## src/sldu_pkg.sv

```systemverilog
package sldu_pkg;

    // Instruction word width and field positions
    localparam int INSTR_W = 32;
    localparam int F6_MSB  = 31;
    localparam int F6_LSB  = 26;
    localparam int VM_BIT  = 25;
    // Shared vs1 / rs1 / simm5 field
    localparam int VS1_MSB = 19;
    localparam int VS1_LSB = 15;
    localparam int F3_MSB  = 14;
    localparam int F3_LSB  = 12;

    // funct6 values handled by the slide unit
    typedef enum logic [5:0] {
        F6_REDSUM    = 6'b000000,
        F6_REDAND    = 6'b000001,
        F6_REDOR     = 6'b000010,
        F6_REDXOR    = 6'b000011,
        F6_SLIDEUP   = 6'b001110,
        F6_SLIDEDOWN = 6'b001111,
        // vmv.x.s under OPMVV, vmv.s.x under OPMVX
        F6_WXUNARY0  = 6'b010000
    } funct6_e;

    // Operand categories from funct3
    typedef enum logic [2:0] {
        OPIVV = 3'b000,
        OPMVV = 3'b010,
        OPIVI = 3'b011,
        OPIVX = 3'b100,
        OPMVX = 3'b110
    } funct3_e;

    // Decoded operation carried down the pipeline
    typedef enum logic [3:0] {
        OP_NONE,
        OP_SLIDE_UP,
        OP_SLIDE_DN,
        OP_RED_SUM,
        OP_RED_AND,
        OP_RED_OR,
        OP_RED_XOR,
        OP_MV_XS,
        OP_MV_SX
    } sldu_op_e;

    // Beat sequencer states
    typedef enum logic [1:0] {
        SEQ_IDLE,
        SEQ_ISSUE,
        SEQ_DRAIN
    } seq_state_e;

endpackage

```

## src/sldu_decode.sv

```systemverilog
module sldu_decode import sldu_pkg::*; #(
    parameter int DATA_WIDTH = 32
) (
    input  logic                  clk_i,
    input  logic                  resetn_i,
    input  logic                  req_i,
    input  logic [INSTR_W-1:0]    instr_i,
    input  logic [DATA_WIDTH-1:0] rs1_rdata_i,
    input  logic [DATA_WIDTH-1:0] lane_mask_rdata_i,
    input  logic                  done_i,
    output logic                  start_o,
    output sldu_op_e              op_o,
    output logic [DATA_WIDTH-1:0] offset_o,
    output logic                  masked_o,
    output logic [DATA_WIDTH-1:0] mask_o,
    output logic [DATA_WIDTH-1:0] rs1_o
);

    localparam int IMM_W = VS1_MSB - VS1_LSB + 1;

    funct6_e               f6;
    funct3_e               f3;
    logic [IMM_W-1:0]      imm;
    sldu_op_e              dec_op;
    logic [DATA_WIDTH-1:0] dec_offset;
    logic                  busy_q;
    logic                  accept;

    // Instruction fields
    assign f6  = funct6_e'(instr_i[F6_MSB:F6_LSB]);
    assign f3  = funct3_e'(instr_i[F3_MSB:F3_LSB]);
    assign imm = instr_i[VS1_MSB:VS1_LSB];

    // Map funct6 and funct3 onto an operation, anything else stays OP_NONE
    always_comb begin
        dec_op = OP_NONE;
        case (f6)
            F6_SLIDEUP:   if (f3 == OPIVX || f3 == OPIVI) dec_op = OP_SLIDE_UP;
            F6_SLIDEDOWN: if (f3 == OPIVX || f3 == OPIVI) dec_op = OP_SLIDE_DN;
            F6_REDSUM:    if (f3 == OPMVV) dec_op = OP_RED_SUM;
            F6_REDAND:    if (f3 == OPMVV) dec_op = OP_RED_AND;
            F6_REDOR:     if (f3 == OPMVV) dec_op = OP_RED_OR;
            F6_REDXOR:    if (f3 == OPMVV) dec_op = OP_RED_XOR;
            F6_WXUNARY0: begin
                // vmv.x.s needs vs1 = 0
                if (f3 == OPMVV && imm == '0) dec_op = OP_MV_XS;
                else if (f3 == OPMVX) dec_op = OP_MV_SX;
            end
            default:      dec_op = OP_NONE;
        endcase
    end

    // Immediate offset is unsigned, zero extended
    assign dec_offset = (f3 == OPIVI) ? {{(DATA_WIDTH-IMM_W){1'b0}}, imm} : rs1_rdata_i;

    // Requests while busy or with unknown encodings are dropped
    assign accept = req_i && !busy_q && (dec_op != OP_NONE);

    always_ff @(posedge clk_i or negedge resetn_i) begin
        if (!resetn_i) begin
            busy_q   <= 1'b0;
            start_o  <= 1'b0;
            op_o     <= OP_NONE;
            masked_o <= 1'b0;
        end else begin
            start_o <= accept;
            if (accept) begin
                busy_q   <= 1'b1;
                op_o     <= dec_op;
                // vm low means masked
                masked_o <= !instr_i[VM_BIT];
            end else if (done_i) begin
                busy_q <= 1'b0;
            end
        end
    end

    // Operands held for the whole instruction
    always_ff @(posedge clk_i) begin
        if (accept) begin
            offset_o <= dec_offset;
            mask_o   <= lane_mask_rdata_i;
            rs1_o    <= rs1_rdata_i;
        end
    end

endmodule

```

## config.mk

```make
export PLATFORM = sky130hd
export DESIGN_NAME = sldu_decode
export DESIGN_NICKNAME = d
export VERILOG_FILES = /design/src/sldu_pkg.sv /design/src/sldu_decode.sv
export SDC_FILE = /design/constraint.sdc
export NUM_CORES = 1
export LEC_CHECK = 0
export ABC_CLOCK_PERIOD_IN_PS = 7000
export BUFFER_PORTS_ARGS = -buffer_cell sky130_fd_sc_hd__buf_2
export CAP_MARGIN = 20
export CELL_PAD_IN_SITES_DETAIL_PLACEMENT = 1
export CELL_PAD_IN_SITES_GLOBAL_PLACEMENT = 1
export CORE_MARGIN = 1
export CORE_UTILIZATION = 39
export CTS_BUF_LIST = sky130_fd_sc_hd__clkbuf_4
export CTS_CLUSTER_SIZE = 20
export DETAILED_ROUTE_END_ITERATION = 10
export PLACE_DENSITY_LB_ADDON = 0.1
export SLEW_MARGIN = 20
export SYNTH_ARGS = -nofsm -noshare
export SYNTH_HDL_FRONTEND = slang
export SYNTH_SLANG_ARGS = --single-unit
```

## constraint.sdc

```tcl
create_clock -name clk_i -period 7 [get_ports clk_i]
set_clock_uncertainty 0.15 [all_clocks]
set_input_delay 1.05 -clock clk_i [delete_from_list [all_inputs] [get_ports clk_i]]
set_output_delay 1.05 -clock clk_i [all_outputs]
set_load 0.01 [all_outputs]
```

## After elaboration in Yosys (flattened, before gate mapping)

Cells that the tools add are included.

| word-level totals | value |
|---|---|
| register bits | 103 |
| bits of input ports | 100 |
| output and inout bits | 102 |
| word-level logic and storage cells | 40 |

| operators by class | value |
|---|---|
| equal/unequal tests | 10 |
| multiplexer cells | 12 |
| reductions and logical operators | 10 |

Operators by type and width:

| cell | count |
|---|---|
| case mux 4 bit (7 select lines) | 1 |
| == test 6 x 2 -> 1 bit (second input constant) | 2 |
| == test 6 x 4 -> 1 bit (second input constant) | 2 |
| 2-to-1 mux 3 bit | 3 |
| 2-to-1 mux 4 bit | 2 |
| == test 3 x 2 -> 1 bit (second input constant) | 2 |
| == test 3 bit (second input constant) | 2 |
| == test 6 x 1 -> 1 bit (second input constant) | 1 |
| == test 6 x 5 -> 1 bit (second input constant) | 1 |
| logical NOT 6 bit | 1 |
| logical NOT 5 bit | 1 |
| 2-to-1 mux 5 bit | 1 |
| 2-to-1 mux 2 bit | 2 |
| nonzero test 4 bit | 1 |
| logical AND 1 bit | 3 |
| 2-to-1 mux 1 bit | 3 |
| logical NOT 1 bit | 2 |
| nonzero test 2 bit | 1 |
| logical OR 1 bit | 1 |

## Longest topological paths before layout

Gate-level depths: netlist (run 1).

| logic depth | value |
|---|---|
| word-level depth | 7 |
| mapped depth | 6 |
| mapped depth without buffers | 5 |

## Least setup slack after synthesis (run 1)

Ideal clock, no wire load.

| timing | value |
|---|---|
| path kind | input -> register |
| start point | input instr_i[26] |
| end point | register mask_o[0] (enable) |
| library setup time | 0.392 ns |
| arrival time | 2.898 ns |
| required time | 6.458 ns |
| setup slack | 3.560 ns |
| cell stages on the path | 5 |
| path buffers | 1 |
| path through | buf_6 -> or4_4 -> or3_1 -> a31o_1 -> nand3_4 |

| between the ends | value |
|---|---|
| longest elaborated chain between the ends | 4 |
| elaborated cells between the ends (all ways) | 10 |
| those cells by class | eq/ne (6); mux (1); reduce/logical (3) |

Ends and longest elaborated chain:

| what | line | text |
|---|---|---|
| start, declared | sldu_decode.sv:7 | `input logic [INSTR_W-1:0] instr_i,` |
| == test 6 x 5 -> 1 bit (tied with other cells) | sldu_decode.sv:37 | `case (f6)` |
| case mux 4 bit (7 select lines) (*) | sldu_decode.sv:37 |  |
| nonzero test 4 bit (*) | sldu_decode.sv:57 | `assign accept = req_i && !busy_q && (dec_op != OP_NONE);` |
| logical AND 1 bit (*) | sldu_decode.sv:57 |  |
| named net accept | sldu_decode.sv:27 | `logic accept;` |
| end signal, assigned | sldu_decode.sv:82 | `mask_o <= lane_mask_rdata_i;` |
| end, declared | sldu_decode.sv:15 | `output logic [DATA_WIDTH-1:0] mask_o,` |

The timed path passes the listed nets; every way through them passes the cells marked *.
A chain may end at the register's enable or synchronous reset.

## Worst setup path after layout (run 1)

| timing | value |
|---|---|
| start point | input instr_i[29] |
| end point | register mask_o[21] (enable) |

Same word-level chain as after synthesis.

==> results by group, run 1 <==
Detailed routing
  • DRT Pass-1 Iters: 4
  • # DRC: 0
  • Vias: 2377
  • Vias per inst: 4.74
  • DR WL/cell: 16.3 um
  • Routed WL: 8.17 mm
  • Initial DRC count: 38
  • Post-route ant nets: 0

Worst setup path
  • CP Launch Type: input pin
  • Kind of cell adding the most delay to the critical path: simple AND/OR/NAND/NOR gates
  • Critical path startpoint: instr_i[29]
  • CP cell instances: buf_2, or4_1, nor4_2, o31ai_4, nand3_4, buf_4
  • Reg-to-Reg Start: busy_q
  • Critical path fanouts, max: 52
  • Critical path type: in2reg
  • CP required: 6920 ps
  • CP bufs+invs: 2
  • WP depth: 6
  • CP Capture Point: mask_o[21]
  • CP endpoint kind: flop
  • Reg2Reg Setup Slack: 4320 ps
  • R2r endpoint: mask_o[21]
  • FF-to-FF path depth: 5
  • CP arrival: 3530 ps
  • Slowest stage delay, CP: 660 ps
  • CP max stage cell: buf_4

Clocking
  • Post-CTS Resized: 0
  • H-tree depth: 3
  • # clock sinks: 103
  • Post-CTS setup buffer count: 0
  • CTS Root Cell: clkbuf_4
  • Post-CTS Hold Buffers: 0
  • Worst-Skew Late Latency: 420 ps
  • CTS tree: yes
  • Clock buffer depth: 2
  • Clk pin slew, worst setup/hold paths: 160 ps
  • CTS buffer count: 9

Power
  • PwrDens: 223 mW/mm^2
  • Sequential Power Share: 63.6%
  • Worst ir drop on vdd: 0.102 mV
  • Sw power: 0.000244 W
  • LEAKAGE: 1.97 nW
  • Int Pwr: 0.000842 W
  • Gate power share: 6.7%
  • Final Total Pwr: 0.00109 W
  • Clk pwr share: 29.7%
  • Switch share: 22.5%

GRT
  • Gr ovfl total: 0
  • Wire length of the first global-routing pass: 12.2 mm
  • Vias in the first global route: 2385
  • Pin count of the biggest net entering global routing: 53
  • Initial antenna violation count: 0
  • GRT Util Overall: 16.5%

STA
  • Max Slew Vio Count: 0
  • RSZ-0062 raised after global routing: no
  • Setup TNS: 0 ps
  • Worst slew margin: 52.7%
  • Worst-Margin Slew: 710 ps
  • Fmax: 0.276 GHz
  • Fin crit period: 3620 ps
  • Final period util: 51.7%
  • Fin worst setup slack: 3380 ps
  • Final setup violation count: 0
  • Final Hold Fails: 0

Finish
  • Antenna fix cells: 0
  • Fillers: 958
  • Final core occ: 53.0%
  • Fin area: 0.00487 sq mm
  • P&R area growth vs syn: 32.8%
  • Layout cells sized above 1: 54.2%
  • NumNets Final: 486

Floorplanning
  • Starting density of the core: 39.9%
  • Die height: 99.0 um
  • Die area: 0.00980 sq mm
  • Die width: 99.0 um
  • Io pins: 202
  • Row cnt: 35
  • Core area: 0.00920 sq mm

Synthesis
  • Netlist cell types: 35
  • Synth Area per Inst: 19.0 sq um
  • Synth Register Bits: 103
  • Syn Inst Count: 193
  • Synthesized area: 0.00367 sq mm
  • Syn nets: 293
  • Synth warnings: 0
  • Register area share after synthesis: 83.4%

Place
  • Gpl congestion: 0.810
  • Place WS: 2870 ps
  • Placed inst area: 0.00472 sq mm
  • I/O Buffers: 184
  • Post-DP HPWL: 6.00 mm

Worst hold path
  • Min-Delay Path Class: in2async

Outcome
  • Status: finished clean

Flow run
  • Max-cap viol count: 0
==> stage by stage <==
step | instances | hold slack [ps]
4_1_cts | 502 | 245
2_1_floorplan | 193 | 306
3_3_place_gp | 486 | 323
6_report | 502 | 273
3_5_place_dp | 486 | 342
5_1_grt | 502 | 236
==> cell usage in the layout, fill, tap and decap left out, types with 2 or more instances in the layout <==
cell,netlist,layout
nand3_1,4,4
buf_4,0,2
clkinv_4,0,2
inv_1,4,4
and2_1,27,27
or3_1,3,3
nand2b_1,3,3
buf_2,0,184
clkbuf_4,0,10
mux2_2,5,5
nand2_1,6,6
mux2i_1,2,2
o21a_1,2,2
nor2_1,6,6
edfxtp_1,96,96
dfrtp_1,7,7
inv_6,0,2
nand3b_1,2,2
nor3_1,3,3
==> how the worst min path moves through the flow <==
stage / start / end / cells after the start
finish: resetn_i / op_o[0] / 1
detailed placement: busy_q / busy_q / 1
global route: resetn_i / op_o[0] / 1
CTS: resetn_i / masked_o / 1
floorplan: busy_q / busy_q / 1
global placement: busy_q / busy_q / 1
==> power by group through the flow <==
stage | logic [W] | registers (W) | clock network (W)
finish | 0.0000727 | 0.000691 | 0.000322
global route | 0.0000815 | 0.000692 | 0.000351
CTS | 0.0000743 | 0.000691 | 0.000335
detailed placement | 0.0000740 | 0.000704 | 0
global placement | 0.0000710 | 0.000704 | 0
floorplan | 0.0000231 | 0.000711 | 0
==> kinds of logic (layout without fill, tap and decap cells) <==
logic type,Yosys count,count (layout),share of synthesized area (%)
compound gates,13,13,3.14
xor+xnor,1,1,0.239
buf+inv,8,206,1.02
mux,7,7,2.08
flops,103,103,83.4
simple gates,61,61,10.2
==> layout make-up <==
type                            count  area, sq um  area share, %
Multi-Input combinational cell     82          573           11.8
Timing Repair Buffer              186          936           19.2
Sequential cell                   103         3060           62.8
Clock buffer                       10         75.1           1.54
Clock inverter                      6         76.3           1.57
Tap cell                          111          139           2.85
Inverter                            4         15.0          0.308
==> per-layer routing <==
| layer | share of wire [%] | vias to the layer above | global-route usage [%] |
|---|---|---|---|
| li1 | - | 1121 | - |
| met1 | 40 | 1143 | 18.7 |
| met2 | 52 | 103 | 30.1 |
| met3 | 6.3 | 10 | 4.47 |
| met4 | 1.6 | 0 | 5.51 |
| met5 | 0 | - | 0 |
==> Yosys cell counts <==
cell	n	share of area, %
a21boi_0	1	0.20
or3b_1	1	0.24
o31ai_4	1	0.58
o211ai_1	1	0.20
nand2b_1	3	0.51
o22ai_1	1	0.17
nand3_4	1	0.48
or3_1	3	0.51
and2_1	27	4.6
a31o_1	1	0.24
mux2_2	5	1.5
edfxtp_1	96	79
xor2_1	1	0.24
nand2_1	6	0.61
o21ai_1	1	0.14
nor4_1	1	0.17
a2111oi_2	1	0.41
o221ai_1	1	0.24
buf_6	1	0.31
a211oi_1	1	0.20
nor3_1	3	0.41
or4_4	1	0.31
nor4_2	1	0.34
dfrtp_1	7	4.8
inv_1	4	0.41
nor2_1	6	0.61
o21ai_0	1	0.14
clkbuf_1	3	0.31
nand3_1	4	0.55
and2b_1	1	0.20
or4_1	1	0.20
mux2i_1	2	0.55
a21o_1	1	0.20
o21a_1	2	0.41
nand3b_1	2	0.41
==> flip-flops by register name (all words and copies together) (netlist names) <==
name / cells
masked_o: 1
offset_o: 32
mask_o: 32
start_o: 1
busy_q: 1
op_o: 4
rs1_o: 32
(Power assumes the default switching activity.)
==> inputs of run 2 (changes only) <==
- ABC_AREA: not set -> 1
- ABC_CLOCK_PERIOD_IN_PS: 7000 -> 3200
- CORE_UTILIZATION: 39 -> 32
- clock period: 7 -> 3.2 ns (I/O delays scaled with it)
==> run 2 against run 1 <==
  * Combinational power increased by 97%
  * Non-clock buffer count increased by 7
  * Area after synthesis increased by 0.92%
  * Total power increased by 110%
  * Utilization decreased by 7.5 points
  * Clock power increased by 100%
  * Clock-buffer cell count unchanged
  * First-iteration DRC count increased by 130%
  * Register-to-register slack got worse by 3100 ps
  * Setup slack got worse by 2300 ps
  * Sequential power increased by 120%
  * Critical path type unchanged
==> results by group, run 2 <==
Outcome
  • Status: finished clean

Detailed routing
  • DRT Pass-1 Iters: 4 (unchanged)
  • Post-route ant nets: 0 (unchanged)
  • Vias: 2599 (+9.3%)
  • Initial DRC count: 87 (+130%)
  • Routed WL: 8.80 mm (+7.8%)
  • Vias per inst: 4.34 (-8.4%)
  • # DRC: 0 (unchanged)
  • DR WL/cell: 14.7 um (-9.7%)

Synthesis
  • Post-synth top area cell: edfxtp_1
  • Share of flip-flops with an asynchronous set or reset: 6.80% (unchanged)
  • Syn nets: 354 (+21%)
  • Post-synth top cells: edfxtp_1, inv_1, nor2_1
  • Top_reg_cell synth: edfxtp_1
  • Register area share after synthesis: 82.6% (-0.76 points)
  • Post-synth top area share: 77.9% (-0.72 points)
  • Synth Area in Adders: 0% (unchanged)
  • Synth Area per Inst: 14.6 sq um (-23%)
  • Synth Register Bits: 103 (unchanged)
  • Multiplexer share of the synthesized area: 0% (-2.1 points)
  • Synth Area in Compound Gates: 0.743% (-2.4 points)
  • Synth warnings: 0 (unchanged)
  • Synth area leaders: edfxtp_1, dfrtp_1, inv_1
  • Xor/xnor share of the synthesized area: 0% (-0.24 points)
  • Syn Inst Count: 254 (+32%)
  • Count leader, synth: edfxtp_1
  • Main combinational cell family by area after synthesis: simple AND/OR/NAND/NOR gates
  • Synth Area in Simple Gates: 12.0% (+1.8 points)
  • Synthesized area: 0.00370 sq mm (+0.92%)
  • Netlist cell types: 21 (-40%)
  • Post-synth EDFFs: 96 (unchanged)

Finish
  • Leading registers by flop count: mask_o: 32 flops, offset_o: 32 flops, rs1_o: 32 flops
  • P&R area growth vs syn: 36.1%
  • Seq. cell area: 0.00306 sq mm (unchanged)
  • Leading cell type in the layout, fill and taps excluded: buf_2
  • NumNets Final: 555 (+14%)
  • Area occupied by multi-input gates: 472 sq um (-18%)
  • Fillers: 1254 (+31%)
  • Most frequent cells in the layout: buf_2, edfxtp_1, nor2_1
  • Antenna fix cells: 0 (unchanged)
  • Layout cells sized above 1: 46.2% (-8.0 points)

Worst setup path
  • CP bufs+invs: 3 (+1)
  • CP endpoint kind: flop
  • CP arrival: 2140 ps (-1390 ps)
  • CP max stage cell: clkinvlp_4
  • Kind of cell adding the most delay to the critical path: simple AND/OR/NAND/NOR gates
  • Slowest stage delay, CP: 340 ps (-320 ps)
  • Most used cell, CP: nor2_1
  • Critical path type: in2reg
  • Critical path fanouts, max: 34 (-35%)
  • CP cell instances: buf_2, nor2_1, nand4_1, nor2_1, nor2_1, nand3_4, nand2_4, clkinvlp_4, buf_12
  • CP required: 3200 ps (-3720 ps)
  • CP Launch Type: input pin

Floorplanning
  • Die height: 110 um (+11%)
  • Starting density of the core: 33.4% (-6.5 points)
  • Row cnt: 38 (+8.6%)
  • Core area: 0.0111 sq mm (+20%)
  • Io pins: 202 (unchanged)
  • Die area: 0.0120 sq mm (+23%)
  • Die width: 110 um (+11%)

Clocking
  • CTS Root Cell: clkbuf_4
  • CTS buffer count: 9 (unchanged)
  • Post-CTS Resized: 0 (unchanged)
  • Clock buffer depth: 2 (unchanged)
  • Clk pin slew, worst setup/hold paths: 150 ps (about the same)
  • CTS tree: yes
  • H-tree depth: 3 (unchanged)
  • Worst-Skew Late Latency: 440 ps (+20 ps)
  • # clock sinks: 103 (unchanged)

STA
  • Final period util: 66.9%
  • Setup TNS: 0 ps (unchanged)
  • Max Slew Vio Count: 0 (unchanged)
  • Worst slew margin: 71.7% (+19 points)
  • Fmax: 0.467 GHz
  • Fin crit period: 2140 ps
  • Final setup violation count: 0 (unchanged)
  • Worst-Margin Slew: 423 ps (-286 ps)
  • Final Hold Fails: 0 (unchanged)
  • RSZ-0062 raised after global routing: no

Worst hold path
  • Min-Delay Path Class: in2reg

Power
  • Final Total Pwr: 0.00229 W (+110%)
  • Worst ir drop on vdd: 0.258 mV (+150%)
  • PwrDens: 455 mW/mm^2 (+100%)
  • LEAKAGE: 2.28 nW (+16%)

GRT
  • Pin count of the biggest net entering global routing: 35 (-34%)
  • Vias in the first global route: 2654 (+11%)
  • Wire length of the first global-routing pass: 13.2 mm (+7.9%)
  • Gr ovfl total: 0 (unchanged)
  • Initial antenna violation count: 0 (unchanged)
  • GRT Util Overall: 15.0% (-1.5 points)

Place
  • Gpl congestion: 0.765 (-5.5%)
  • I/O Buffers: 184 (unchanged)
  • Post-DP HPWL: 6.88 mm (+15%)

Flow run
  • Max-cap viol count: 0 (unchanged)
## run 2: cell type report
class	instances	share of cell area, %
Inverter	43	3.28
Sequential cell	103	60.7
Multi-Input combinational cell	105	9.36
Clock inverter	5	1.14
Tap cell	140	3.48
Timing Repair Buffer	193	20.6
Clock buffer	10	1.49
## run 2: worst register-to-register path: stages (launching register included)
cell and delay, ps:
dfrtp_1 410, nor2_1 350, nand2_4 140, clkinvlp_4 340
buf_12 270
## run 2: path summary, 6_finish.rpt
path | start | to | slack [ps] | depth (start not counted)
worst max-delay path | instr_i[29] | rs1_o[7] | 1060 | 9
worst min-delay path | lane_mask_rdata_i[15] | mask_o[15] | 50 | 1
worst max register to register | busy_q | rs1_o[7] | 1230 | 4
worst min register to register | op_o[2] | op_o[2] | 340 | 2
max in group asynchronous | resetn_i | start_o | 2520 | 2
min in group asynchronous | resetn_i | op_o[3] | 230 | 2
## run 2: logic make-up after synthesis
group / after synthesis
AO/OA/AOI/OAI: 4
AND/OR/NAND/NOR: 101
buffers and inverters: 46
flip-flops: 103
## run 2: power breakdown
| part | internal (W) | total [W] | switching, W |
|---|---|---|---|
| clock | 0.000244 | 0.000660 | 0.000417 |
| sequential | 0.00149 | 0.00149 | 0.00000419 |
| combinational | 0.0000662 | 0.000143 | 0.0000768 |
## run 2: metal layers
| layer | vias up | global-route usage (%) | part of all wire (%) |
|---|---|---|---|
| met5 | - | 0 | 0 |
| met4 | 0 | 5.62 | 1.2 |
| met2 | 113 | 26.6 | 50 |
| li1 | 1247 | - | - |
| met1 | 1229 | 16.5 | 39 |
| met3 | 10 | 5.33 | 9.9 |
## run 2: timing repair
action,in CTS,in global routing
hold buffers,2,2
endpoints found under the hold margin,8,2
setup buffers,0,0
## run 2: stage by stage
step	area, sq um	std cells	hold slack (ps)	setup WS (ps)	utilization [%]
2_1_floorplan	3710	254	34.4	54.0	-
3_3_place_gp	4870	580	172	585	43.9
3_5_place_dp	4870	580	171	560	43.9
4_1_cts	5020	597	6.99	1060	45.3
5_1_grt	5040	599	-1.54	892	45.5
6_report	5040	599	52.1	1060	45.5
==> inputs of run 3 (changes only) <==
- ABC_AREA: 1 -> 0
- ABC_CLOCK_PERIOD_IN_PS: 3200 -> 1800
- clock period: 3.2 -> 1.8 ns (I/O delays scaled with it)
==> run 3 against run 2 <==
  * The flow now finishes with violations (negative setup slack)
  * Non-clock buffer count rose by 107
  * Via count rose by 8.7%
  * Combinational power rose to 3.3 times the previous value
  * Sequential share of layout area fell by 11 points
  * Die area fell by 0.89%
  * Final area rose by 22%
  * Largest power group unchanged
  * Highest routed layer unchanged
==> results by group, run 3 (same netlist as run 1, synthesis figures left out) <==
Finish
  • NumNets Final: 600 (+8.1%)
  • Leading cell type in the layout, fill and taps excluded: buf_2
  • P&R area growth vs syn: 68.2%
  • Leading registers by flop count: mask_o: 32 flops, offset_o: 32 flops, rs1_o: 32 flops
  • Layout cells sized above 1: 51.5% (+5.3 points)
  • Fillers: 1129 (-10%)
  • Antenna fix cells: 0 (unchanged)
  • Final core occ: 56.2% (+11 points)
  • Most frequent cells in the layout: buf_2, edfxtp_1, dlygate4sd3_1

Clocking
  • Clock buffer depth: 2 (unchanged)
  • # clock sinks: 103 (unchanged)
  • CTS tree: yes
  • CTS buffer count: 9 (unchanged)
  • H-tree depth: 3 (unchanged)
  • CTS Root Cell: clkbuf_4
  • Worst-Skew Late Latency: 420 ps (-20 ps)
  • Clk pin slew, worst setup/hold paths: 150 ps (about the same)

STA
  • Final period util: 106%
  • Final setup violation count: 97 (+97)
  • Worst-Margin Slew: 487 ps (+63.5 ps)
  • Fin worst setup slack: -110 ps (-1170 ps)
  • Final Hold Fails: 0 (unchanged)
  • Fmax: 0.523 GHz
  • Fin crit period: 1910 ps
  • Worst slew margin: 67.2% (-4.5 points)
  • RSZ-0062 raised after global routing: yes
  • Max Slew Vio Count: 0 (unchanged)

Worst setup path
  • CP arrival: 1920 ps (-220 ps)
  • Most used cell, CP: buf_6
  • CP endpoint kind: flop
  • CP cell instances: buf_6, or4_4, or3_1, a31o_1, nand3_4, buf_6, clkbuf_16
  • Critical path type: in2reg
  • CP required: 1810 ps (-1390 ps)
  • Kind of cell adding the most delay to the critical path: simple AND/OR/NAND/NOR gates
  • Critical path fanouts, max: 5 (-85%)
  • CP bufs+invs: 3 (unchanged)
  • CP Launch Type: input pin
  • Slowest stage delay, CP: 520 ps (+180 ps)
  • CP max stage cell: or4_4

Flow run
  • Max-cap viol count: 0 (unchanged)

Detailed routing
  • # DRC: 0 (unchanged)
  • Post-route ant nets: 0 (unchanged)
  • Vias per inst: 4.38 (+0.91%)
  • DRT Pass-1 Iters: 4 (unchanged)
  • Routed WL: 10.3 mm (+17%)
  • Initial DRC count: 98 (+13%)
  • DR WL/cell: 15.9 um (+8.3%)
  • Vias: 2824 (+8.7%)

Floorplanning
  • Die area: 0.0119 sq mm (-0.89%)
  • Die width: 109 um (-0.45%)
  • Die height: 109 um (-0.45%)
  • Starting density of the core: 33.4% (about the same)
  • Core area: 0.0110 sq mm (-0.86%)
  • Io pins: 202 (unchanged)
  • Row cnt: 38 (unchanged)

GRT
  • Gr ovfl total: 0 (unchanged)
  • Vias in the first global route: 2917 (+9.9%)
  • Wire length of the first global-routing pass: 14.6 mm (+11%)
  • Initial antenna violation count: 0 (unchanged)
  • Layer with the highest usage: met2
  • GR Util met2: 30.3% (+3.7 points)
  • GRT Util Overall: 16.7% (+1.6 points)
  • Met1 Track Usage GR: 19.0% (+2.5 points)
  • GR Util met3: 3.77% (-1.6 points)
  • Pin count of the biggest net entering global routing: 24 (-31%)

Place
  • Post-DP HPWL: 6.79 mm (-1.4%)
  • Gpl congestion: 0.759 (-0.84%)
  • I/O Buffers: 184 (unchanged)
  • Place WS: -632 ps (-1190 ps)

Power
  • Worst ir drop on vdd: 0.354 mV (+37%)
  • LEAKAGE: 2.54 nW (+11%)
  • PwrDens: 684 mW/mm^2 (+50%)

Outcome
  • Status: finished, violations left
  • Failing checks: negative setup slack

Worst hold path
  • Min-Delay Path Class: in2reg
[run 3: tightest hold or removal path, cell delays in order]
cell	delay, ps
buf_6	70
buf_4	90
mux2_2	130
[run 3: power by group]
part	internal, W	switching (W)	total, W
registers	0.00267	0.0000214	0.00269
logic	0.000283	0.000185	0.000469
clock network	0.000301	0.000764	0.00106
[run 3: final cells by class]
type,instances,area (sq um),area share (%)
inverter,4,15.0,0.243
clock buffer,9,67.6,1.10
sequential,103,3060,49.6
clock inverter,7,55.1,0.892
timing repair buffer,300,2190,35.5
tap,140,175,2.84
multi-input combinational,82,611,9.90
[run 3: metrics by stage]
step | setup TNS [ps] | hold slack (ps) | std cells | power (W) | area (sq um)
floorplan | -85160 | -176 | 193 | 0.00286 | 3700
global placement | -59060 | -34.5 | 544 | 0.00307 | 5060
detailed placement | -62080 | -34.2 | 544 | 0.00308 | 5060
CTS | -3480 | 53.2 | 637 | 0.00429 | 6020
global route | -8220 | 51.1 | 645 | 0.00442 | 6170
finish | -7060 | 100 | 645 | 0.00422 | 6170
[run 3: per-layer routing]
metal / up-vias / share of wire [%]
met1: 1372 / 40
met4: 0 / 1.3
met2: 100 / 54
met5: - / 0
met3: 11 / 5.0
li1: 1341 / -
[run 3: what timing repair did]
item,CTS,global route
pin swaps,2,1
setup endpoints to repair,98,100
setup buffers,6,3
hold buffers,69,0
resized for setup,6,3
endpoints found under the hold margin,106,0
gates cloned,2,6
[run 3: worst paths after layout]
check | start | to | slack, ps | depth (start not counted)
worst max register to register | busy_q | mask_o[27] | -70 | 6
worst min register to register | masked_o | masked_o | 380 | 2
min in group asynchronous | resetn_i | start_o | 640 | 3
max in group asynchronous | resetn_i | op_o[1] | 620 | 3
worst max-delay path | instr_i[17] | mask_o[27] | -110 | 7
worst min-delay path | instr_i[17] | offset_o[2] | 100 | 3
